<file path="config.mk">
export PLATFORM = sky130hd
export DESIGN_NAME = bus_access
export DESIGN_NICKNAME = d
export VERILOG_FILES = /design/src/common/soc_bus_pkg.sv /design/src/common/soc_map_pkg.sv /design/src/hw/bus/bus_access.sv
export SDC_FILE = /design/constraint.sdc
export NUM_CORES = 1
export LEC_CHECK = 0
export ABC_AREA = 1
export BUFFER_PORTS_ARGS = -buffer_cell sky130_fd_sc_hd__buf_4
export CAP_MARGIN = 15
export CORE_AREA = 2 2 131 133
export CTS_CLUSTER_DIAMETER = 100
export CTS_CLUSTER_SIZE = 10
export DETAILED_ROUTE_END_ITERATION = 8
export DIE_AREA = 0 0 133 135
export PLACE_DENSITY = 0.66
export SETUP_SLACK_MARGIN = 0.1
export SLEW_MARGIN = 10
export SYNTH_ARGS = -nofsm -noshare
export SYNTH_HDL_FRONTEND = slang
export SYNTH_SLANG_ARGS = --single-unit
</file>
<file path="constraint.sdc">
create_clock -name i_clock -period 4.5 [get_ports i_clock]
set_clock_uncertainty 0.1 [all_clocks]
set_input_delay 0.9 -clock i_clock [delete_from_list [all_inputs] [get_ports i_clock]]
set_output_delay 0.9 -clock i_clock [all_outputs]
set_load 0.005 [all_outputs]
</file>
<file path="src/common/soc_bus_pkg.sv">
`default_nettype none

package soc_bus_pkg;

	// ====================================================================
	// Bus words
	// ====================================================================

	typedef logic [31:0] word_t;
	typedef logic [31:0] addr_t;

	// LED register of the system registers
	typedef logic [7:0] led_t;

	// Request side of a port or target
	// rw is 1 for a write
	typedef struct packed {
		logic  request;
		logic  rw;
		addr_t address;
		word_t wdata;
	} bus_req_t;

	// Response side, ready is a one cycle pulse
	typedef struct packed {
		logic  ready;
		word_t rdata;
	} bus_rsp_t;

	// ====================================================================
	// Arbiter states
	// ====================================================================

	typedef enum logic [1:0] {
		ARB_IDLE,
		ARB_WAIT,
		ARB_DONE
	} arb_state_t;

endpackage

`default_nettype wire

</file>
<file path="src/common/soc_map_pkg.sv">
`default_nettype none

package soc_map_pkg;

	// ====================================================================
	// Region decode on address bits 31:28
	// ====================================================================

	typedef logic [3:0] region_t;

	localparam region_t REGION_ROM    = 4'h0;
	localparam region_t REGION_RAM    = 4'h2;
	localparam region_t REGION_BRIDGE = 4'h5;

	// Far decode behind the bridge on bits 27:24
	typedef logic [3:0] far_sel_t;

	localparam far_sel_t FAR_TIMER  = 4'h5;
	localparam far_sel_t FAR_SYSREG = 4'h9;

	// Peripheral register index from bits 4:2
	typedef logic [2:0] reg_index_t;

	localparam reg_index_t TIMER_REG_COUNT   = 3'd0;
	localparam reg_index_t TIMER_REG_COMPARE = 3'd1;
	localparam reg_index_t SYSREG_DEVICE_ID  = 3'd0;
	localparam reg_index_t SYSREG_RAM_SIZE   = 3'd1;
	localparam reg_index_t SYSREG_LEDS       = 3'd2;

	// ====================================================================
	// Memories
	// ====================================================================

	localparam int unsigned ROM_WORDS      = 256;
	localparam int unsigned ROM_INDEX_BITS = $clog2(ROM_WORDS);
	localparam int unsigned RAM_WORDS      = 1024;
	localparam int unsigned RAM_INDEX_BITS = $clog2(RAM_WORDS);

	// Boot image word i is {ROM_TAG, i}
	localparam logic [15:0] ROM_TAG = 16'hB007;

	localparam logic [31:0] DEVICE_ID      = 32'd6;
	localparam logic [31:0] RAM_SIZE_BYTES = 32'(RAM_WORDS * 4);

endpackage

`default_nettype wire
</file>
<file path="src/hw/bus/bus_access.sv">
`timescale 1ns/100ps
`default_nettype none

module bus_access
	import soc_bus_pkg::*, soc_map_pkg::*;
(
	input  wire           i_clock,
	input  wire           i_rst_n,

	// Instruction port, read only
	input  wire           i_ibus_request,
	input  wire addr_t    i_ibus_address,
	output bus_rsp_t      o_ibus_rsp,

	// Data port
	input  wire bus_req_t i_dbus_req,
	output bus_rsp_t      o_dbus_rsp,

	// Target side
	output bus_req_t      o_tgt_req,
	output logic          o_rom_strobe,
	output logic          o_ram_strobe,
	output logic          o_bridge_strobe,
	input  wire bus_rsp_t i_rom_rsp,
	input  wire bus_rsp_t i_ram_rsp,
	input  wire bus_rsp_t i_bridge_rsp
);

	arb_state_t state;
	logic       owner_data;
	logic       none_strobe;
	logic       none_ready;

	logic       rw_q;
	addr_t      address_q;
	word_t      wdata_q;
	word_t      ibus_rdata_q;
	word_t      dbus_rdata_q;

	bus_req_t   sel_req;
	region_t    sel_region;
	region_t    cur_region;
	logic       any_request;
	logic       hit_rom;
	logic       hit_ram;
	logic       hit_bridge;
	logic       tgt_ready;
	word_t      tgt_rdata;

	// Data port wins a tie
	always_comb begin
		if (i_dbus_req.request) begin
			sel_req = i_dbus_req;
		end else begin
			sel_req = '{
				request: i_ibus_request,
				rw:      1'b0,
				address: i_ibus_address,
				wdata:   '0
			};
		end
	end

	assign any_request = i_dbus_req.request | i_ibus_request;
	assign sel_region  = sel_req.address[31:28];
	assign cur_region  = address_q[31:28];
	assign hit_rom     = (sel_region == REGION_ROM);
	assign hit_ram     = (sel_region == REGION_RAM);
	assign hit_bridge  = (sel_region == REGION_BRIDGE);

	// Only one access is in flight so the readies can be merged
	assign tgt_ready = i_rom_rsp.ready | i_ram_rsp.ready | i_bridge_rsp.ready | none_ready;

	always_comb begin
		case (cur_region)
			REGION_ROM:    tgt_rdata = i_rom_rsp.rdata;
			REGION_RAM:    tgt_rdata = i_ram_rsp.rdata;
			REGION_BRIDGE: tgt_rdata = i_bridge_rsp.rdata;
			default:       tgt_rdata = '0;
		endcase
	end

	// ====================================================================
	// Arbiter FSM
	// ====================================================================

	always_ff @(posedge i_clock) begin
		if (!i_rst_n) begin
			state           <= ARB_IDLE;
			owner_data      <= 1'b0;
			o_rom_strobe    <= 1'b0;
			o_ram_strobe    <= 1'b0;
			o_bridge_strobe <= 1'b0;
			none_strobe     <= 1'b0;
			none_ready      <= 1'b0;
		end else begin
			o_rom_strobe    <= 1'b0;
			o_ram_strobe    <= 1'b0;
			o_bridge_strobe <= 1'b0;
			none_strobe     <= 1'b0;
			// Unmapped region answers like a one cycle target
			none_ready      <= none_strobe;
			case (state)
				ARB_IDLE: begin
					if (any_request) begin
						owner_data      <= i_dbus_req.request;
						o_rom_strobe    <= hit_rom;
						o_ram_strobe    <= hit_ram;
						o_bridge_strobe <= hit_bridge;
						none_strobe     <= !(hit_rom || hit_ram || hit_bridge);
						state           <= ARB_WAIT;
					end
				end
				ARB_WAIT: begin
					if (tgt_ready) begin
						state <= ARB_DONE;
					end
				end
				default: begin
					state <= ARB_IDLE;
				end
			endcase
		end
	end

	// Latched access and per port read data
	always_ff @(posedge i_clock) begin
		if (state == ARB_IDLE && any_request) begin
			rw_q      <= sel_req.rw;
			address_q <= sel_req.address;
			wdata_q   <= sel_req.wdata;
		end
		if (state == ARB_WAIT && tgt_ready) begin
			if (owner_data) begin
				dbus_rdata_q <= tgt_rdata;
			end else begin
				ibus_rdata_q <= tgt_rdata;
			end
		end
	end

	assign o_tgt_req = '{request: 1'b0, rw: rw_q, address: address_q, wdata: wdata_q};

	assign o_ibus_rsp = '{ready: (state == ARB_DONE) && !owner_data, rdata: ibus_rdata_q};
	assign o_dbus_rsp = '{ready: (state == ARB_DONE) && owner_data, rdata: dbus_rdata_q};

endmodule

`default_nettype wire

</file>
==> impl_metrics.csv <==
group,metric,value,unit
final_layout,fill_cells,1461,
final_layout,drive_gt1_share,44.1,%
power_and_ir_drop,cellPowerDensity,403,nW/um^2
grt,grt_util_met3,8.41,%
timing,hold_viol,0,
routing,antenna_left,0,
worst_setup_path,criticalPathCategory,"reg2reg",
timing,fin_crit_sh,53.3,%
grt,first_global_vias,4792,
hold_path,hp-class,"reg2reg",
timing,rsz0062_at_grt,"false",
outcome,outcome,"completed",
yosys,synth_nets,717,
placed_design,port_buffers,333,
timing,setup_viol,0,
grt,antenna_found_initial,0,
routing,drt_iter0_markers,196,
floorplan,die_x,133,um
clocking,cts-resized-gates,0,
grt,met2_usage,35.1,%
routing,route.detailed.drc,0,
clocking,cts_tree,"done",
grt,grt_max_degree,70,
timing,setup_ws,2.10,ns
floorplan,io_pins,335,
timing,finalSetupTns,0,ns
grt,grt_first_pass_wirelength,26.6,mm
clocking,clockBufferDepth,2,
yosys,ys_ff_latch,137,
final_layout,postLayoutCellArea,9000,um^2
timing,tightest_slew,0.997,ns
placed_design,dpl_cell_area,8350,um^2
placed_design,place_hpwl,13.5,mm
routing,drt_pre_antenna_iters,5,
clocking,cts.clk_slew.worst_paths,0.06,ns
routing,drt_wl_total,18.4,mm
worst_setup_path,end_kind,"flip-flop",
clocking,h-tree-depth,4,
yosys,yosysTopAreaCell,"edfxtp_1",
final_layout,diodes,0,
final_layout,fin_util,54.9,%
worst_setup_path,required,4.66,ns
grt,grt_usage,20.0,%
final_layout,instances_no_fill,1078,
yosys,yosysWarnings,0,
grt,grt-busiest-layer,"met2",
yosys,syn-cell-area,5670,um^2
grt,overflow,0,
final_layout,area_growth,58.8,%
routing,wl_per_cell,17.1,um
timing,slew_viol_final,0,
worst_setup_path,worstPathArrival,2.55,ns
worst_setup_path,path_max_fanout,33,
clocking,clkLatencyLatePin,0.41,ns
floorplan,dieHeight,135,um
clocking,cts_root_buffer,"clkbuf_16",
yosys,yosys-top-cells-area,"edfxtp_1, nand2_1, nand3_1",
timing,fmax,417,MHz
floorplan,dieArea,18000,um^2
placed_design,routabilityCongestion,0.804,
routing,vias_per_cell,4.55,
timing,period_needed,2.40,ns
grt,grt_use_met1,20.7,%
power_and_ir_drop,leakagePower,4.32,nW
clocking,numCtsBuffers,17,
clocking,cts_hold_buf,0,
placed_design,dp.cells,1047,
clocking,cts_setup_buffers,0,
placed_design,place_worst_setup_slack,1.75,ns
floorplan,start_util,34.6,%
power_and_ir_drop,irDropWorstVdd,0.240,mV
timing,maxSlewHeadroom,33.4,%
yosys,postSynthCellCount,517,
run,cap_violations,0,
yosys,ys_seq_area_share,71.2,%
final_layout,fin_nets,1046,
worst_setup_path,cp-start-kind,"flip-flop",
clocking,cts_sinks,137,
floorplan,core,16400,um^2
yosys,postSynthAreaPerCell,11.0,um^2
yosys,yosysUniqueCellTypes,19,
yosys,synth_top_cell_area_share,68.3,%
floorplan,rows,47,
routing,vias,4904,
[where the power goes]
group / internal [mW] / total, mW / leakage [nW] / switching (mW)
clock network: 0.985 / 1.53 / 0.309 / 0.544
logic: 0.264 / 0.531 / 2.68 / 0.266
registers: 1.53 / 1.57 / 1.34 / 0.0341
[cells in the mapped netlist]
master,instances
inv_1,44
nand3_1,96
inv_2,1
nor2_2,2
clkbuf_1,3
and3_1,1
buf_6,3
clkinv_1,1
o21ai_0,2
buf_2,17
nor2_1,17
nor2_4,1
a21oi_1,2
dfxtp_1,8
nor3_1,2
nand2_1,181
buf_4,6
edfxtp_1,129
conb_1,1
[flip-flops by register name (all words and copies together), names as in the netlist]
register / flops
address_q: 32
dbus_rdata_q: 32
ibus_rdata_q: 32
wdata_q: 32
state: 2
none_ready: 1
none_strobe: 1
o_bridge_strobe: 1
o_ram_strobe: 1
o_rom_strobe: 1
owner_data: 1
rw_q: 1
[stage by stage]
step	hold slack, ns	power (mW)
2_1_floorplan	0.290	1.77
3_5_place_dp	0.319	2.13
3_3_place_gp	0.312	2.13
5_1_grt	0.351	3.77
4_1_cts	0.330	3.67
6_report	0.329	3.63
[path summary, 6_finish.rpt]
kind | start | to | slack, ns | cells past startpoint
max | address_q[29] | dbus_rdata_q[9] | 2.10 | 5
min | none_strobe | none_ready | 0.33 | 2
max reg2reg | address_q[29] | dbus_rdata_q[9] | 2.10 | 5
min reg2reg | none_strobe | none_ready | 0.33 | 2
[worst max-delay path, cell delays in order (launching register included)]
cell	delay, ns
edfxtp_1	0.47
nor2_4	0.75
and3_1	0.27
buf_4	0.38
nand2_1	0.11
nand3_1	0.14
[layer usage]
metal	wire, um	up-vias
met3	2050	27
met2	9430	269
met5	0	-
li1	-	2385
met1	6410	2223
met4	503	0
[final cells by class]
| type | count | area (um^2) | area share, % |
|---|---|---|---|
| multi-input cells | 305 | 1310 | 14.6 |
| flip-flops and latches | 137 | 4030 | 44.8 |
| inverters | 46 | 173 | 1.92 |
| clock inverters | 14 | 223 | 2.47 |
| well taps | 220 | 275 | 3.06 |
| repair buffers | 339 | 2560 | 28.4 |
| clock buffers | 17 | 425 | 4.73 |
[layout by cell type, fill, tap and decap left out, types with 3 or more instances in the layout]
master     instances
buf_4            338
nand2_1          181
edfxtp_1         129
nand3_1           96
inv_1             44
clkbuf_16         17
nor2_1            13
dfxtp_1            8
clkinv_4           5
bufinv_16          5
nor2_4             4
nor2_2             3
[cell families after synthesis]
kind of cell | synth area share [%]
flip-flops | 71.2
other | 0.0661
AND/OR/NAND/NOR | 22.3
AO/OA/AOI/OAI | 0.353
buffers and inverters | 6.14
Power figures use the tool's default switching activity.
