File: src/common/soc_bus_pkg.sv
`default_nettype none

package soc_bus_pkg;

	// ====================================================================
	// Bus words
	// ====================================================================

	typedef logic [31:0] word_t;
	typedef logic [31:0] addr_t;

	// LED register of the system registers
	typedef logic [7:0] led_t;

	// Request side of a port or target
	// rw is 1 for a write
	typedef struct packed {
		logic  request;
		logic  rw;
		addr_t address;
		word_t wdata;
	} bus_req_t;

	// Response side, ready is a one cycle pulse
	typedef struct packed {
		logic  ready;
		word_t rdata;
	} bus_rsp_t;

	// ====================================================================
	// Arbiter states
	// ====================================================================

	typedef enum logic [1:0] {
		ARB_IDLE,
		ARB_WAIT,
		ARB_DONE
	} arb_state_t;

endpackage

`default_nettype wire

File: src/common/soc_map_pkg.sv
`default_nettype none

package soc_map_pkg;

	// ====================================================================
	// Region decode on address bits 31:28
	// ====================================================================

	typedef logic [3:0] region_t;

	localparam region_t REGION_ROM    = 4'h0;
	localparam region_t REGION_RAM    = 4'h2;
	localparam region_t REGION_BRIDGE = 4'h5;

	// Far decode behind the bridge on bits 27:24
	typedef logic [3:0] far_sel_t;

	localparam far_sel_t FAR_TIMER  = 4'h5;
	localparam far_sel_t FAR_SYSREG = 4'h9;

	// Peripheral register index from bits 4:2
	typedef logic [2:0] reg_index_t;

	localparam reg_index_t TIMER_REG_COUNT   = 3'd0;
	localparam reg_index_t TIMER_REG_COMPARE = 3'd1;
	localparam reg_index_t SYSREG_DEVICE_ID  = 3'd0;
	localparam reg_index_t SYSREG_RAM_SIZE   = 3'd1;
	localparam reg_index_t SYSREG_LEDS       = 3'd2;

	// ====================================================================
	// Memories
	// ====================================================================

	localparam int unsigned ROM_WORDS      = 256;
	localparam int unsigned ROM_INDEX_BITS = $clog2(ROM_WORDS);
	localparam int unsigned RAM_WORDS      = 1024;
	localparam int unsigned RAM_INDEX_BITS = $clog2(RAM_WORDS);

	// Boot image word i is {ROM_TAG, i}
	localparam logic [15:0] ROM_TAG = 16'hB007;

	localparam logic [31:0] DEVICE_ID      = 32'd6;
	localparam logic [31:0] RAM_SIZE_BYTES = 32'(RAM_WORDS * 4);

endpackage

`default_nettype wire
File: src/hw/boot_rom.sv
`timescale 1ns/100ps
`default_nettype none

module boot_rom
	import soc_bus_pkg::*, soc_map_pkg::*;
(
	input  wire           i_clock,
	input  wire           i_rst_n,
	input  wire           i_strobe,
	input  wire bus_req_t i_req,
	output bus_rsp_t      o_rsp
);

	logic [ROM_INDEX_BITS-1:0] index;
	logic                      ready_q;
	word_t                     rdata_q;

	// Boot image word for a given index
	function automatic word_t rom_word(input logic [ROM_INDEX_BITS-1:0] i);
		return {ROM_TAG, 16'(i)};
	endfunction

	assign index = i_req.address[2 +: ROM_INDEX_BITS];

	// Writes land here too and just get their ready
	always_ff @(posedge i_clock) begin
		if (!i_rst_n) begin
			ready_q <= 1'b0;
		end else begin
			ready_q <= i_strobe;
		end
	end

	always_ff @(posedge i_clock) begin
		if (i_strobe) begin
			rdata_q <= rom_word(index);
		end
	end

	assign o_rsp = '{ready: ready_q, rdata: rdata_q};

endmodule

`default_nettype wire

File: config.mk
export PLATFORM = sky130hd
export DESIGN_NAME = boot_rom
export DESIGN_NICKNAME = d
export VERILOG_FILES = /design/src/common/soc_bus_pkg.sv /design/src/common/soc_map_pkg.sv /design/src/hw/boot_rom.sv
export SDC_FILE = /design/constraint.sdc
export NUM_CORES = 1
export LEC_CHECK = 0
export ABC_AREA = 1
export BUFFER_PORTS_ARGS = -buffer_cell sky130_fd_sc_hd__buf_2
export CORE_UTILIZATION = 20
export CTS_CLUSTER_SIZE = 40
export DETAILED_ROUTE_END_ITERATION = 7
export HOLD_SLACK_MARGIN = 0.08
export PLACE_DENSITY = 0.71
export SYNTH_ARGS = -nofsm -noshare
export SYNTH_HDL_FRONTEND = slang
export SYNTH_SLANG_ARGS = --single-unit
File: constraint.sdc
create_clock -name i_clock -period 0.8 [get_ports i_clock]
set_input_delay 0.04 -clock i_clock [delete_from_list [all_inputs] [get_ports i_clock]]
set_output_delay 0.04 -clock i_clock [all_outputs]
set_load 0.05 [all_outputs]
==> results of run 1 <==
-- flip-flops by register name (all words and copies together) (netlist names) --
name / flops
rdata_q: 8
ready_q: 1
-- synth_stat cells --
library cell / number
sky130_fd_sc_hd__inv_1: 1
sky130_fd_sc_hd__buf_4: 25
sky130_fd_sc_hd__dfxtp_1: 1
sky130_fd_sc_hd__conb_1: 2
sky130_fd_sc_hd__nand2_1: 1
sky130_fd_sc_hd__edfxtp_1: 8
-- report_power, final --
| part | switching, mW | leakage [nW] | internal (mW) |
|---|---|---|---|
| Combinational | 0.403 | 0.219 | 0.110 |
| Sequential | 0.0154 | 0.0866 | 0.552 |
| Clock | 0.134 | 0.0150 | 0.191 |
| Total | 0.553 | 0.321 | 0.853 |
-- worst max-delay path by stage --
stage          startpoint  endpoint  slack, ns  depth (start not counted)
2_1_floorplan  rdata_q[0]  o_rsp[0]       0.16                          0
3_3_place_gp   rdata_q[4]  o_rsp[4]       0.21                          1
3_5_place_dp   rdata_q[3]  o_rsp[3]       0.20                          1
4_1_cts        rdata_q[3]  o_rsp[3]      -0.04                          1
5_1_grt        rdata_q[1]  o_rsp[1]      -0.09                          1
6_report       rdata_q[1]  o_rsp[1]      -0.05                          1
-- per-layer routing --
metal  routed length [um]  share of wire [%]  up-vias
li1                     -                  -      127
met1                  229                 31      116
met2                  390                 52       38
met3                  125                 17        0
met4                    0                  0        0
met5                    0                  0        -
-- what timing repair did --
action                     in CTS  in global routing
setup endpoints to repair       9                  9
hold endpoints to repair        9                  0
resized for setup              17                  1
hold buffers                    9                  0
-- worst min-delay path: stages --
cell	delay, ns
sky130_fd_sc_hd__buf_2	0.16
sky130_fd_sc_hd__nand2_1	0.08
sky130_fd_sc_hd__inv_1	0.03
-- cell type report --
cell class                 instances  area [um2]
fill                             223        1530
sequential                         9       260.3
timing repair buffer              28       241.5
multi-input combinational         25       93.84
tap                               28       35.03
clock buffer                       4       26.28
inverter                           1       3.754
-- cells by family after synthesis --
group,after synthesis
AND/OR/NAND/NOR,1
flip-flops,9
other,2
buffers and inverters,26
-- metrics by stage --
stage | power [mW] | worst slack, ns | utilization (%)
4_1_cts | 1.408 | -0.04041 | 29.98
3_5_place_dp | 0.9996 | 0.2033 | 22.27
3_3_place_gp | 0.9975 | 0.2059 | 22.27
2_1_floorplan | 1.038 | 0.1594 | -
5_1_grt | 1.467 | -0.08959 | 30.15
6_report | 1.406 | -0.05236 | 30.15
==> metrics.cfg, run 1 <==
[layout]
final_cell_count_no_fill = 95
layout-drive-gt1-share_pct = 32.84
most-common-layout-cells = 24 x sky130_fd_sc_hd__conb_1, 10 x sky130_fd_sc_hd__buf_2, 9 x sky130_fd_sc_hd__dlygate4sd3_1, 9 x sky130_fd_sc_hd__buf_6, 8 x sky130_fd_sc_hd__edfxtp_1
synth_to_final_area_change_pct = 42.70
num-nets-final = 137
final_cell_area_um2 = 660.6
mostFrequentLayoutCell = sky130_fd_sc_hd__conb_1
antenna_cells_inserted = 0

[synthesis]
synth-seq-area-share_pct = 56.22
post_synth_fa_ha_maj_area_fraction_pct = 0
postSynthCellCount = 38
synth_largest_type_area_fraction_pct = 51.89
synth.cell_area_um2 = 462.9
ys_types = 6
synth_top_family_by_area = buffers and inverters
synth.mux.area_fraction_pct = 0
post_synthesis_share_of_cell_area_spent_on_and_or_nand_and_nor_gates_pct = 0.8108
yosys-top-cells-area = sky130_fd_sc_hd__edfxtp_1 52%, sky130_fd_sc_hd__buf_4 41%, sky130_fd_sc_hd__dfxtp_1 4.3%, sky130_fd_sc_hd__conb_1 1.6%, sky130_fd_sc_hd__inv_1 0.81%
synth_largest_area_cell = sky130_fd_sc_hd__edfxtp_1
synthesis.area_per_instance_um2 = 12.18
synth-xor-area-share_pct = 0
ys_seq_elements = 9
synth_compound_gate_area_share_pct = 0
yosysWarningCount = 0

[sta]
final.setup.tns_ns = -0.2469
timing.hold.ws_ns = 0.1093
final.period_utilization_pct = 106.5
fin_max_slew_vios = 0
final_hold_viol_count = 0
layout_setup_ws_ns = -0.05236
period_needed_ns = 0.8524
rsz_0062_raised_after_global_routing = true
max_clock_freq_mhz = 1173
setup_viol_count_final = 8

[worst_setup_path]
worst-endpoint-arrival_ns = 0.81
critical_path.slowest_cell = sky130_fd_sc_hd__edfxtp_1
critical_path.max_stage_delay_ns = 0.39
critPathBufInv = 1
timing.setup.critical_path_class = flip-flop to primary output
end_kind = primary output
worst-endpoint-required_ns = 0.76
critPathLaunchType = flip-flop
critical-path-top-delay-family = flip-flops
crit_chain = buf_6
timing.critical_path.fanout_max = 1

[placement]
finalWeightedCongestion = 0.5465
place_inst = 82
hpwlAfterDp_um = 427.8
area_after_dpl_um2 = 488.0
number_of_i_o_port_buffers = 19

[detailed_routing]
vias = 281
routed_via_density = 2.958
drtPass1Iterations = 4
route.final.wire_length_um = 745
postRouteAntennaNets = 0
detail_route.wl_per_cell_um = 7.842
drt_iter0_drc = 1
drc_errors = 0

[die]
rows = 17
ports = 102
core_region_area_um2 = 2191
die_area_um2 = 2511
die-height_um = 50.11
initial_utilization_pct = 21.13
die-width_um = 50.11

[cts]
path_clk_slew_ns = 0.06
clock_tree_from_tritoncts = built
cts-htree-levels = 1
tritoncts.num_buffers = 3
cts_post_setup_buffers_inserted = 0
clk_root_buffer_cell = sky130_fd_sc_hd__clkbuf_4
clock_path_buffers = 2
numClockSinks = 9

[worst_hold_path]
hold_class = input port to flip-flop
worst_hold_startpoint = i_strobe
holdPathStages = 3
min_delay_worst_endpoint = ready_q

[global_route]
grt-busiest-layer = met2
met1_track_usage_gr_pct = 4.486
grt_start_max_net_pins = 10
number_of_global_route_vias_before_repair = 228
grt.met3_usage_pct = 1.852
number_of_antenna_violations_at_the_first_check_in_global_routing = 0
groute.layer.met2.usage_pct = 13.78
grt.total_usage_pct = 6.278
grt_pass1_wl_um = 1104
grt_remaining_overflow = 0

[run]
max-cap-violations = 0

[run_status]
result_of_the_run = complete, but fails checks
failed_checks = negative setup slack

[pwr]
vdd_ir_drop_max_uv = 603.4
power.density_cell_area_nw_per_um2 = 2128
static-leakage-power_nw = 0.3208

No activity file was read; power rests on OpenSTA's default activity.
==> inputs of run 2 (changes only) <==
CORE_ASPECT_RATIO = 0.75   (was default)
==> metrics.cfg, run 2 (synthesized netlist as in run 1, its figures left out) <==
[run_status]
result_of_the_run = complete, but fails checks
failed_checks = design-rule violations, negative setup slack

[sta]
layout_setup_ws_ns = -0.07729  ; -0.02494 ns
max_clock_freq_mhz = 1140  ; -2.8%
timing.hold.ws_ns = 0.1217  ; +0.01233 ns
final.period_utilization_pct = 109.7  ; +3.1 points
setup_viol_count_final = 8  ; unchanged
period_needed_ns = 0.8773  ; +0.02494 ns
final_hold_viol_count = 0  ; unchanged
rsz_0062_raised_after_global_routing = true
fin_max_slew_vios = 0  ; unchanged

[layout]
largest_reg_flops = 8  ; unchanged
final_cell_area_um2 = 655.6  ; -0.76%
most-common-layout-cells = 24 x sky130_fd_sc_hd__conb_1, 10 x sky130_fd_sc_hd__buf_2, 9 x sky130_fd_sc_hd__dlygate4sd3_1, 9 x sky130_fd_sc_hd__buf_6, 8 x sky130_fd_sc_hd__edfxtp_1
area_of_the_multi_input_gates_um2 = 93.84  ; unchanged
synth_to_final_area_change_pct = 41.62
regMostFlops = rdata_q
layout-drive-gt1-share_pct = 32.84  ; unchanged
final_core_util_pct = 31.45  ; +1.3 points
num-nets-final = 137  ; unchanged
final.fill_count = 195  ; -13%
largestRegisters = rdata_q (8), ready_q (1)
mostFrequentLayoutCell = sky130_fd_sc_hd__conb_1
antenna_cells_inserted = 0  ; unchanged
seq_area_um2 = 260.3  ; unchanged

[pwr]
vdd_ir_drop_max_uv = 369.8  ; -39%
sw_frac_of_total_pct = 39.61  ; +0.28 points
clk_network_pwr_share_pct = 22.8  ; -0.3 points
intPower_mw = 0.8533  ; about the same
power.share.combinational_pct = 36.7  ; about the same
netSwitchingPower_mw = 0.5598  ; +1.2%
power.sequential.fraction_pct = 40.5  ; +0.2 points
power.density_cell_area_nw_per_um2 = 2155  ; +1.3%
static-leakage-power_nw = 0.3208  ; unchanged

[worst_setup_path]
critPathBufInv = 1  ; unchanged
critical_path.max_stage_delay_ns = 0.41  ; +0.02 ns
timing.critical_path.from = rdata_q[1]
worst-endpoint-arrival_ns = 0.84  ; +0.03 ns
worst-endpoint-required_ns = 0.76  ; about the same
critPathLaunchType = flip-flop
timing.critical_path.fanout_max = 1  ; unchanged
critical_path.slowest_cell = sky130_fd_sc_hd__edfxtp_1
critical-path-top-delay-family = flip-flops
crit_chain = buf_6
timing.setup.critical_path_class = flip-flop to primary output
end_kind = primary output

[detailed_routing]
vias = 290  ; +3.2%
route.final.wire_length_um = 905  ; +21%
detail_route.wl_per_cell_um = 9.945  ; +27%
drtPass1Iterations = 6  ; +2
postRouteAntennaNets = 0  ; unchanged
drt_iter0_drc = 12  ; +11
routed_via_density = 3.187  ; +7.7%
drc_errors = 9  ; +9

[cts]
tritoncts.num_buffers = 3  ; unchanged
clk_root_buffer_cell = sky130_fd_sc_hd__clkbuf_4
numClockSinks = 9  ; unchanged
path_clk_slew_ns = 0.05  ; about the same
cts_post_setup_buffers_inserted = 0  ; unchanged
cts-htree-levels = 1  ; unchanged
clock_tree_from_tritoncts = built
clock_path_buffers = 2  ; unchanged

[global_route]
grt_pass1_wl_um = 1214  ; +10%
grt_remaining_overflow = 0  ; unchanged
number_of_antenna_violations_at_the_first_check_in_global_routing = 0  ; unchanged
grt_start_max_net_pins = 10  ; unchanged
grt.total_usage_pct = 7.372  ; +1.1 points
number_of_global_route_vias_before_repair = 254  ; +11%

[die]
die-height_um = 43.67  ; -13%
initial_utilization_pct = 22.21  ; +1.1 points
die-width_um = 57.56  ; +15%
rows = 14  ; -3
core_region_area_um2 = 2085  ; -4.9%
die_area_um2 = 2513  ; about the same
ports = 102  ; unchanged

[worst_hold_path]
holdPathStages = 3  ; unchanged
min_delay_worst_endpoint = ready_q
worst_hold_startpoint = i_strobe
hold_class = input port to flip-flop

[run]
max-cap-violations = 0  ; unchanged

[placement]
area_after_dpl_um2 = 483.0  ; -1.0%
finalWeightedCongestion = 0.6279  ; +15%
number_of_i_o_port_buffers = 19  ; unchanged

run 2: how the worst max path moves through the flow:
| stage | end | cells past startpoint | slack [ns] |
|---|---|---|---|
| finish | o_rsp[1] | 1 | -0.08 |
| global route | o_rsp[3] | 1 | -0.1 |
| CTS | o_rsp[1] | 1 | -0.06 |
| detailed placement | o_rsp[1] | 1 | 0.19 |
| global placement | o_rsp[0] | 1 | 0.20 |
| floorplan | o_rsp[0] | 0 | 0.16 |
run 2: per-layer routing:
| layer | routed length [um] | track usage (%) | up-vias | share of wire (%) |
|---|---|---|---|---|
| li1 | - | - | 128 | - |
| met3 | 139 | 3.284 | 0 | 15 |
| met5 | 0 | 0 | - | 0 |
| met4 | 0 | 4.390 | 0 | 0 |
| met2 | 534 | 16.98 | 38 | 59 |
| met1 | 231 | 4.067 | 124 | 26 |
run 2: layout make-up:
| cell class | count | area share [%] |
|---|---|---|
| clock buffers | 4 | 4.008 |
| inverters | 1 | 0.5725 |
| multi-input cells | 25 | 14.31 |
| flip-flops and latches | 9 | 39.69 |
| well taps | 24 | 4.580 |
| repair buffers | 28 | 36.83 |
run 2: stage by stage:
| step | std cells | power (mW) | TNS, ns | setup WS (ns) |
|---|---|---|---|---|
| 6_report | 91 | 1.413 | -0.4076 | -0.07729 |
| 4_1_cts | 91 | 1.409 | -0.2892 | -0.05713 |
| 3_3_place_gp | 78 | 0.9983 | 0 | 0.2035 |
| 3_5_place_dp | 78 | 1.002 | 0 | 0.1873 |
| 5_1_grt | 91 | 1.476 | -0.6814 | -0.09684 |
| 2_1_floorplan | 60 | 1.038 | 0 | 0.1594 |
run 2: power by group through the flow:
stage / clock network, mW / registers [mW] / logic (mW)
floorplan: 0 / 0.687 / 0.351
global placement: 0 / 0.567 / 0.431
detailed placement: 0 / 0.568 / 0.434
CTS: 0.333 / 0.568 / 0.508
global route: 0.368 / 0.574 / 0.533
finish: 0.323 / 0.572 / 0.518
run 2: timing repair:
action                                  CTS  global route
hold endpoints to repair                  9             0
endpoints found under the setup margin    9             8
hold buffers                              9             0
cloned                                    0             0
resized for setup                        18             0
