$ cat config.mk
export PLATFORM = sky130hd
export DESIGN_NAME = peripheral_bridge
export DESIGN_NICKNAME = d
export VERILOG_FILES = /design/src/common/soc_bus_pkg.sv /design/src/common/soc_map_pkg.sv /design/src/hw/bridge/peripheral_bridge.sv /design/src/hw/bridge/system_registers.sv /design/src/hw/bridge/timer.sv
export SDC_FILE = /design/constraint.sdc
export NUM_CORES = 1
export LEC_CHECK = 0
export ABC_AREA = 1
export BUFFER_PORTS_ARGS = -buffer_cell sky130_fd_sc_hd__buf_2
export CAP_MARGIN = 10
export CELL_PAD_IN_SITES_DETAIL_PLACEMENT = 0
export CELL_PAD_IN_SITES_GLOBAL_PLACEMENT = 1
export CORE_UTILIZATION = 25
export DETAILED_ROUTE_END_ITERATION = 10
export PLACE_DENSITY = 0.6
export SLEW_MARGIN = 20
export SYNTH_ARGS = -nofsm -noshare
export SYNTH_HDL_FRONTEND = slang
export SYNTH_SLANG_ARGS = --single-unit
$ cat constraint.sdc
create_clock -name i_clock -period 1.7 [get_ports i_clock]
set_input_delay 0.17 -clock i_clock [delete_from_list [all_inputs] [get_ports i_clock]]
set_output_delay 0.17 -clock i_clock [all_outputs]
set_load 0.01 [all_outputs]
$ cat src/common/soc_bus_pkg.sv
`default_nettype none

package soc_bus_pkg;

	// ====================================================================
	// Bus words
	// ====================================================================

	typedef logic [31:0] word_t;
	typedef logic [31:0] addr_t;

	// LED register of the system registers
	typedef logic [7:0] led_t;

	// Request side of a port or target
	// rw is 1 for a write
	typedef struct packed {
		logic  request;
		logic  rw;
		addr_t address;
		word_t wdata;
	} bus_req_t;

	// Response side, ready is a one cycle pulse
	typedef struct packed {
		logic  ready;
		word_t rdata;
	} bus_rsp_t;

	// ====================================================================
	// Arbiter states
	// ====================================================================

	typedef enum logic [1:0] {
		ARB_IDLE,
		ARB_WAIT,
		ARB_DONE
	} arb_state_t;

endpackage

`default_nettype wire

$ cat src/common/soc_map_pkg.sv
`default_nettype none

package soc_map_pkg;

	// ====================================================================
	// Region decode on address bits 31:28
	// ====================================================================

	typedef logic [3:0] region_t;

	localparam region_t REGION_ROM    = 4'h0;
	localparam region_t REGION_RAM    = 4'h2;
	localparam region_t REGION_BRIDGE = 4'h5;

	// Far decode behind the bridge on bits 27:24
	typedef logic [3:0] far_sel_t;

	localparam far_sel_t FAR_TIMER  = 4'h5;
	localparam far_sel_t FAR_SYSREG = 4'h9;

	// Peripheral register index from bits 4:2
	typedef logic [2:0] reg_index_t;

	localparam reg_index_t TIMER_REG_COUNT   = 3'd0;
	localparam reg_index_t TIMER_REG_COMPARE = 3'd1;
	localparam reg_index_t SYSREG_DEVICE_ID  = 3'd0;
	localparam reg_index_t SYSREG_RAM_SIZE   = 3'd1;
	localparam reg_index_t SYSREG_LEDS       = 3'd2;

	// ====================================================================
	// Memories
	// ====================================================================

	localparam int unsigned ROM_WORDS      = 256;
	localparam int unsigned ROM_INDEX_BITS = $clog2(ROM_WORDS);
	localparam int unsigned RAM_WORDS      = 1024;
	localparam int unsigned RAM_INDEX_BITS = $clog2(RAM_WORDS);

	// Boot image word i is {ROM_TAG, i}
	localparam logic [15:0] ROM_TAG = 16'hB007;

	localparam logic [31:0] DEVICE_ID      = 32'd6;
	localparam logic [31:0] RAM_SIZE_BYTES = 32'(RAM_WORDS * 4);

endpackage

`default_nettype wire
$ cat src/hw/bridge/peripheral_bridge.sv
`timescale 1ns/100ps
`default_nettype none

module peripheral_bridge
	import soc_bus_pkg::*, soc_map_pkg::*;
(
	input  wire           i_clock,
	input  wire           i_rst_n,

	// Near side
	input  wire           i_strobe,
	input  wire bus_req_t i_req,
	output bus_rsp_t      o_rsp,

	output led_t          o_led_n,
	output logic          o_timer_irq
);

	bus_req_t far_req;
	logic     timer_strobe;
	logic     sysreg_strobe;
	logic     unknown_strobe;
	logic     unknown_ready;
	bus_rsp_t timer_rsp;
	bus_rsp_t sysreg_rsp;

	far_sel_t near_sel;
	far_sel_t far_sel;
	logic     far_ready;
	word_t    far_rdata;
	logic     near_ready;
	word_t    near_rdata;

	assign near_sel = i_req.address[27:24];
	assign far_sel  = far_req.address[27:24];

	// ====================================================================
	// Near to far registers
	// ====================================================================

	always_ff @(posedge i_clock) begin
		if (!i_rst_n) begin
			timer_strobe   <= 1'b0;
			sysreg_strobe  <= 1'b0;
			unknown_strobe <= 1'b0;
			unknown_ready  <= 1'b0;
			near_ready     <= 1'b0;
		end else begin
			timer_strobe   <= i_strobe && (near_sel == FAR_TIMER);
			sysreg_strobe  <= i_strobe && (near_sel == FAR_SYSREG);
			unknown_strobe <= i_strobe && (near_sel != FAR_TIMER) && (near_sel != FAR_SYSREG);
			// Unknown far code answers zero on the same beat as a peripheral
			unknown_ready  <= unknown_strobe;
			near_ready     <= far_ready;
		end
	end

	always_ff @(posedge i_clock) begin
		if (i_strobe) begin
			far_req <= i_req;
		end
		if (far_ready) begin
			near_rdata <= far_rdata;
		end
	end

	// Far read mux
	assign far_ready = timer_rsp.ready | sysreg_rsp.ready | unknown_ready;

	always_comb begin
		case (far_sel)
			FAR_TIMER:  far_rdata = timer_rsp.rdata;
			FAR_SYSREG: far_rdata = sysreg_rsp.rdata;
			default:    far_rdata = '0;
		endcase
	end

	assign o_rsp = '{ready: near_ready, rdata: near_rdata};

	timer timer0 (
		.i_clock  (i_clock),
		.i_rst_n  (i_rst_n),
		.i_strobe (timer_strobe),
		.i_req    (far_req),
		.o_rsp    (timer_rsp),
		.o_irq    (o_timer_irq)
	);

	system_registers sysreg0 (
		.i_clock  (i_clock),
		.i_rst_n  (i_rst_n),
		.i_strobe (sysreg_strobe),
		.i_req    (far_req),
		.o_rsp    (sysreg_rsp),
		.o_led_n  (o_led_n)
	);

endmodule

`default_nettype wire

$ cat src/hw/bridge/system_registers.sv
`timescale 1ns/100ps
`default_nettype none

module system_registers
	import soc_bus_pkg::*, soc_map_pkg::*;
(
	input  wire           i_clock,
	input  wire           i_rst_n,
	input  wire           i_strobe,
	input  wire bus_req_t i_req,
	output bus_rsp_t      o_rsp,
	output led_t          o_led_n
);

	reg_index_t index;
	led_t       led_q;
	logic       ready_q;
	word_t      rdata_q;

	assign index = i_req.address[4:2];

	always_ff @(posedge i_clock) begin
		if (!i_rst_n) begin
			led_q   <= '0;
			ready_q <= 1'b0;
		end else begin
			ready_q <= i_strobe;
			if (i_strobe && i_req.rw && index == SYSREG_LEDS) begin
				led_q <= i_req.wdata[$bits(led_t)-1:0];
			end
		end
	end

	always_ff @(posedge i_clock) begin
		if (i_strobe) begin
			case (index)
				SYSREG_DEVICE_ID: rdata_q <= DEVICE_ID;
				SYSREG_RAM_SIZE:  rdata_q <= RAM_SIZE_BYTES;
				SYSREG_LEDS:      rdata_q <= word_t'(led_q);
				default:          rdata_q <= '0;
			endcase
		end
	end

	assign o_rsp = '{ready: ready_q, rdata: rdata_q};

	// LEDs on the board are active low
	assign o_led_n = ~led_q;

endmodule

`default_nettype wire

$ cat src/hw/bridge/timer.sv
`timescale 1ns/100ps
`default_nettype none

module timer
	import soc_bus_pkg::*, soc_map_pkg::*;
(
	input  wire           i_clock,
	input  wire           i_rst_n,
	input  wire           i_strobe,
	input  wire bus_req_t i_req,
	output bus_rsp_t      o_rsp,
	output logic          o_irq
);

	reg_index_t index;
	word_t      count_q;
	word_t      compare_q;
	logic       ready_q;
	word_t      rdata_q;

	assign index = i_req.address[4:2];

	// Counter runs every cycle and wraps
	always_ff @(posedge i_clock) begin
		if (!i_rst_n) begin
			count_q   <= '0;
			compare_q <= '0;
			ready_q   <= 1'b0;
			o_irq     <= 1'b0;
		end else begin
			count_q <= count_q + 1'b1;
			ready_q <= i_strobe;
			if (i_strobe && i_req.rw && index == TIMER_REG_COMPARE) begin
				compare_q <= i_req.wdata;
			end
			// Compare of zero keeps the interrupt off
			o_irq <= (compare_q != '0) && (count_q >= compare_q);
		end
	end

	always_ff @(posedge i_clock) begin
		if (i_strobe) begin
			case (index)
				TIMER_REG_COUNT:   rdata_q <= count_q;
				TIMER_REG_COMPARE: rdata_q <= compare_q;
				default:           rdata_q <= '0;
			endcase
		end
	end

	assign o_rsp = '{ready: ready_q, rdata: rdata_q};

endmodule

`default_nettype wire

==> results_dict.tcl, run 1 <==
set metrics [dict create \
    ys_seq_elements 193 \
    critPathArrivalTime_ns 1.93 \
    worst_slew_pin_slew_ns 0.491 \
    hp-start "i_rst_n" \
    vias 6014 \
    worstSetupPathType "reg2reg" \
    finalSetupTns_ns 0 \
    first_pass_iters 4 \
    clk_latency_ns 0.44 \
    synth_fa_ha_area_share_pct 5.02 \
    cts_tree "done" \
    crit_start "timer0.count_q[0]$_SDFF_PN0_" \
    port_buffers 84 \
    reg2reg_slack_ns 0.14 \
    dpl_cell_area_sq_um 9510 \
    layout_common_cells "142 x inv_1, 113 x edfxtp_1, 105 x nand2_1" \
    antenna_cells 0 \
    synth_fp_nets 942 \
    cts_root_buf "clkbuf_16" \
    grt_pass1_wl_mm 32.0 \
    cap_violations 0 \
    final_common_cell "inv_1" \
    cp_max_fo 3 \
    drive_gt1_share_pct 18.7 \
    netlist_area_sq_um 8230 \
    synth_edf_count 113 \
    finalPower_w 0.00973 \
    cts_max_level 4 \
    dieArea_sq_um 33600 \
    hpwl_mm 14.9 \
    initial_core_util_pct 25.3 \
    async_flop_share_pct 0 \
    grt_max_degree 65 \
    whs_endpoint "timer0.count_q[0]$_SDFF_PN0_" \
    yosysWarnings 0 \
    power.leakage_nw 4.06 \
    power.density_nw_per_um2 919 \
    cts.sinks 193 \
    endpoint_kind "flop" \
    synth_xor_area_share_pct 0.213 \
    place.gp.congestion 0.852 \
    worstHoldPathCells 3 \
    cp-start-kind "flop" \
    post_drt_wl_per_cell_um 13.7 \
    synth_top_family_by_area "simple AND/OR/NAND/NOR gates" \
    synth_flop_cell "edfxtp_1" \
    synth_mux_area_share_pct 0 \
    clock_path_buffers 2 \
    grt_pass1_vias 5968 \
    post-route-period-util_pct 91.6 \
    hp-class "in2reg" \
    grt-ovfl-total 0 \
    synth-simple-area-share_pct 14.7 \
    drc_errors 0 \
    fmax_ghz 0.642 \
    via_per_inst 4.13 \
    vdd_ir_drop_max_mv 0.645 \
    drt_iter0_markers 364 \
    coreArea_sq_um 32500 \
    rsz0062_at_grt "no" \
    antenna_found_initial 0 \
    r2r_end "timer0.o_irq$_SDFF_PN0_" \
    nNetsFinal 1104 \
    reg2regPathDepth 11 \
    core.rowCount 66 \
    slew_headroom_pct 67.2 \
    die_y_um 183 \
    clock_skew_ns 0.0139 \
    track_usage_pct 12.4 \
    critical_path_required_ns 2.07 \
    cts_buffers 17 \
    synth_cell_types 32 \
    clk_pin_slew_ns 0.08 \
    r2r_start "timer0.count_q[0]$_SDFF_PN0_" \
    wl_mm 20.0 \
    drv_slew 0 \
    status "finished clean" \
    syn-mean-instance-area_sq_um 9.79 \
    synth_compound_area_share_pct 11.6 \
    nFillCells 3375 \
    ant_nets 0 \
    setup_viol 0 \
    io-pin-count 111 \
    synth_cells 840 \
    final_area_sq_um 10600 \
    area_delta_synth_final_pct 28.7 \
    period_minus_slack_ns 1.56 \
    hold_viol_final 0 \
    die_x_um 183 \
    seq_area_frac_synth_pct 60.7 \
]
==> cell type report <==
type | instances | area [sq um] | share of cell area [%]
clock buffers | 17 | 425 | 4.02
clock inverters | 15 | 195 | 1.84
inverters | 144 | 541 | 5.11
multi-input cells | 479 | 2640 | 24.9
flip-flops and latches | 193 | 5000 | 47.2
well taps | 442 | 553 | 5.22
repair buffers | 167 | 1230 | 11.7
==> critical path, cell delays in order, from the launching register on <==
cell and delay [ns]:
dfxtp_2 0.34, buf_4 0.11, inv_1 0.05, ha_1 0.27
nand2_1 0.06, nor2_2 0.12, nand2_1 0.11, nor2_1 0.11
nor2_1 0.05, nand2_1 0.10, nand2_1 0.07, a21oi_2 0.11
==> state kept, by name (all words and copies together), names as in the netlist <==
register          flops
timer0.ready_q        1
timer0.compare_q     32
sysreg0.led_q         8
timer0.o_irq          1
unknown_ready         1
near_ready            1
far_req              40
sysreg0.ready_q       1
sysreg_strobe         1
timer_strobe          1
unknown_strobe        1
timer0.count_q       32
timer0.rdata_q       32
sysreg0.rdata_q       9
near_rdata           32
==> cells by family (layout without fill, tap and decap cells) <==
kind of cell,Yosys count,after routing
AO/OA/AOI/OAI,181,181
XOR/XNOR,2,2
adder cells (fa/ha/maj),33,33
buffers and inverters,168,343
flip-flops,193,193
AND/OR/NAND/NOR,263,263
==> worst max-delay path by stage <==
stage / endpoint / slack, ns / cells past startpoint
floorplan: near_rdata[0]$_DFFE_PP_ / 0.06 / 2
global placement: timer0.o_irq$_SDFF_PN0_ / 0.07 / 11
detailed placement: timer0.o_irq$_SDFF_PN0_ / 0.07 / 11
CTS: timer0.o_irq$_SDFF_PN0_ / 0.04 / 11
global route: timer0.o_irq$_SDFF_PN0_ / 0.007 / 12
finish: timer0.o_irq$_SDFF_PN0_ / 0.14 / 11
==> repair_timing <==
| action | 4_1_cts | 5_1_grt |
|---|---|---|
| hold buffers | 41 | 0 |
| endpoints found under the hold margin | 41 | 0 |
| resized for setup | 0 | 12 |
| setup endpoints to repair | 0 | 12 |
| buffers inserted | 0 | 0 |
==> metal layers <==
layer	GRT usage [%]	up-vias	part of all wire, %
li1	-	3158	-
met4	4.47	0	1.3
met2	19.2	110	44
met3	2.42	18	4.3
met5	0	-	0
met1	17.1	2728	50
==> where the power goes <==
| group | internal, W | switching, W | total, W |
|---|---|---|---|
| Sequential | 0.00504 | 0.0000366 | 0.00508 |
| Clock | 0.00225 | 0.00194 | 0.00419 |
| Combinational | 0.000200 | 0.000253 | 0.000454 |
==> cell usage after synthesis (all sizes together), types with 2 or more instances <==
master | count | area, sq um
a21o | 2 | 15.0
a21oi | 79 | 395
buf | 4 | 18.8
clkbuf | 20 | 75.1
dfxtp | 80 | 1600
edfxtp | 113 | 3390
ha | 33 | 413
inv | 143 | 537
nand2 | 110 | 435
nand3 | 39 | 210
nand4 | 13 | 81.3
nor2 | 78 | 323
nor3 | 19 | 133
nor4 | 2 | 12.5
o21a | 3 | 22.5
o21ai | 66 | 330
o22ai | 30 | 188
xor2 | 2 | 17.5
==> stage by stage <==
| step | util [%] | setup WS [ns] | hold slack (ns) | std cells |
|---|---|---|---|---|
| finish | 32.6 | 0.144 | 0.206 | 1457 |
| global route | 32.6 | 0.00670 | 0.208 | 1457 |
| CTS | 32.5 | 0.0413 | 0.202 | 1457 |
| detailed placement | 29.3 | 0.0699 | 0.349 | 1384 |
| global placement | 29.3 | 0.0743 | 0.348 | 1384 |
| floorplan | - | 0.0587 | 0.239 | 840 |
(Power assumes the default switching activity.)
==> inputs of run 2 (changes only) <==
--- a/config.mk
+++ b/config.mk
@@ -11,6 +11,7 @@
 export CELL_PAD_IN_SITES_DETAIL_PLACEMENT = 0
 export CELL_PAD_IN_SITES_GLOBAL_PLACEMENT = 1
 export CORE_UTILIZATION = 25
+export CTS_BUF_LIST = sky130_fd_sc_hd__clkbuf_4 sky130_fd_sc_hd__clkbuf_8
 export DETAILED_ROUTE_END_ITERATION = 10
 export PLACE_DENSITY = 0.6
 export SLEW_MARGIN = 20
==> results_dict.tcl, run 2 (synthesis results as in run 1) <==
set metrics [dict create \
    fin_hold_ws_ns 0.155 \
    period_minus_slack_ns 1.61 \
    reg2reg_slack_ns 0.09 \
    regMostFlops "far_req" \
    slew_headroom_pct 66.8 \
    grt_pass1_wl_mm 31.9 \
    wl_mm 20.0 \
    r2r_end "timer0.o_irq$_SDFF_PN0_" \
    path_buf_inv 1 \
    crit_start "timer0.compare_q[31]$_SDFFE_PN0P_" \
    rsz0062_at_grt "no" \
    cp_max_fo 3 \
    cts.sinks 193 \
    hold_viol_final 0 \
    clock_skew_ns 0.0176 \
    crit_chain "inv_1, ha_1, a21oi_1, o21a_1, nand2_1, a21oi_1, a21oi_2" \
    antenna_found_initial 0 \
    critical-path-top-delay-family "compound AO/OA/AOI/OAI gates" \
    dpl_cell_area_sq_um 9510 \
    critPathArrivalTime_ns 1.99 \
    drv_slew 0 \
    drive_gt1_share_pct 18.9 \
    first_pass_iters 4 \
    via_per_inst 4.13 \
    slowest_stage "dfxtp_1" \
    cap_violations 0 \
    cts_buffers 17 \
    reg2regPathDepth 7 \
    final_common_cell "inv_1" \
    initial_core_util_pct 25.3 \
    nFillCells 3405 \
    worst_slack_ns 0.0888 \
    cp-endpoint "timer0.o_irq$_SDFF_PN0_" \
    worstSetupPathType "reg2reg" \
    r2r_start "timer0.compare_q[31]$_SDFFE_PN0P_" \
    setup_viol 0 \
    cts_root_buf "clkbuf_8" \
    place.gp.congestion 0.852 \
    worst_slew_pin_slew_ns 0.496 \
    power.density_nw_per_um2 841 \
    die_y_um 183 \
    final_area_sq_um 10400 \
    clock_path_buffers 2 \
    cts_tree "done" \
    grt-ovfl-total 0 \
    clk_latency_ns 0.49 \
    layout_common_cells "142 x inv_1, 113 x edfxtp_1, 104 x nand2_1" \
    cp-start-kind "flop" \
    antenna_cells 0 \
    vdd_ir_drop_max_mv 0.466 \
    cts_max_level 4 \
    dieArea_sq_um 33600 \
    vias 6016 \
    largest_reg_flops 40 \
    clk_pin_slew_ns 0.11 \
    power.leakage_nw 3.98 \
    hp-class "in2reg" \
    post_drt_wl_per_cell_um 13.7 \
    ant_nets 0 \
    die_x_um 183 \
    dp_slack_ns 0.0699 \
    core.rowCount 66 \
    cpMostUsedCell "a21oi_1" \
    grt_max_degree 65 \
    crit_cells 7 \
    port_buffers 84 \
    max_stage_delay_ns 0.31 \
    fmax_ghz 0.621 \
    post_cts_buffers 0 \
    io-pin-count 111 \
    endpoint_kind "flop" \
    coreArea_sq_um 32500 \
    drt_iter0_markers 337 \
    hpwl_mm 14.9 \
    critical_path_required_ns 2.08 \
    post-route-period-util_pct 94.8 \
    track_usage_pct 12.4 \
    nNetsFinal 1104 \
    status "finished clean" \
    drc_errors 0 \
    grt_pass1_vias 5961 \
    area_delta_synth_final_pct 26.5 \
    finalSetupTns_ns 0 \
]
[run 2: changes by cell type in the layout (fill, tap and decap cells not counted)]
| cell | previous run | this run |
|---|---|---|
| clkbuf_16 | 17 | 0 |
| clkbuf_8 | 0 | 17 |
| nand2_1 | 105 | 104 |
| nand2_2 | 3 | 4 |
| nor3_1 | 8 | 7 |
| nor3_2 | 8 | 9 |
[run 2: final cells by class]
type	count	area, sq um	share of cell area (%)
Timing Repair Buffer	167	1230	11.9
Tap cell	442	553	5.32
Multi-Input combinational cell	479	2650	25.4
Clock buffer	17	234	2.25
Clock inverter	15	195	1.88
Sequential cell	193	5000	48.1
Inverter	144	541	5.20
[run 2: worst min path at each step]
stage	start	end	slack, ns	depth (start not counted)
after floorplan	i_req[59]	timer_strobe$_SDFF_PN0_	0.24	1
after global placement	i_req[64]	far_req[64]$_DFFE_PP_	0.35	1
after detailed placement	i_req[25]	far_req[25]$_DFFE_PP_	0.35	1
after CTS	i_rst_n	timer0.count_q[1]$_SDFF_PN0_	0.13	4
after global routing	i_strobe	far_req[29]$_DFFE_PP_	0.14	2
final	i_rst_n	timer0.count_q[22]$_SDFF_PN0_	0.16	3
[run 2: power by group]
group          internal (W)  switching, W  total, W
Combinational      0.000201      0.000256  0.000457
Clock               0.00139       0.00183   0.00321
Sequential          0.00504     0.0000365   0.00508
Total               0.00663       0.00212   0.00875
[run 2: routing by layer]
metal	GRT usage, %	vias to the layer above	part of all wire (%)
li1	-	3155	-
met5	0	-	0
met1	17.1	2732	50
met3	2.62	22	4.5
met2	19.1	107	43
met4	4.17	0	1.6
[run 2: repair_timing]
item                                   CTS  global route
hold buffers                            41             0
setup endpoints to repair                0            12
endpoints found under the hold margin   42             0
gates resized for setup                  0            14
[run 2: metrics by stage]
step / std cells / utilization, % / power [W]
2_1_floorplan: 840 / - / 0.00536
3_3_place_gp: 1384 / 29.3 / 0.00558
3_5_place_dp: 1384 / 29.3 / 0.00558
4_1_cts: 1457 / 31.9 / 0.00889
5_1_grt: 1457 / 32.1 / 0.00912
6_report: 1457 / 32.1 / 0.00875
[run 2: worst reg2reg max path, delay by kind of cell (launching register included)]
family,cells,cell delay (ns)
and+or+nand+nor,1,0.09
DFF,1,0.31
AOI/OAI and AO/OA,4,0.64
buffers and inverters,1,0.18
adders and majority gates,1,0.29
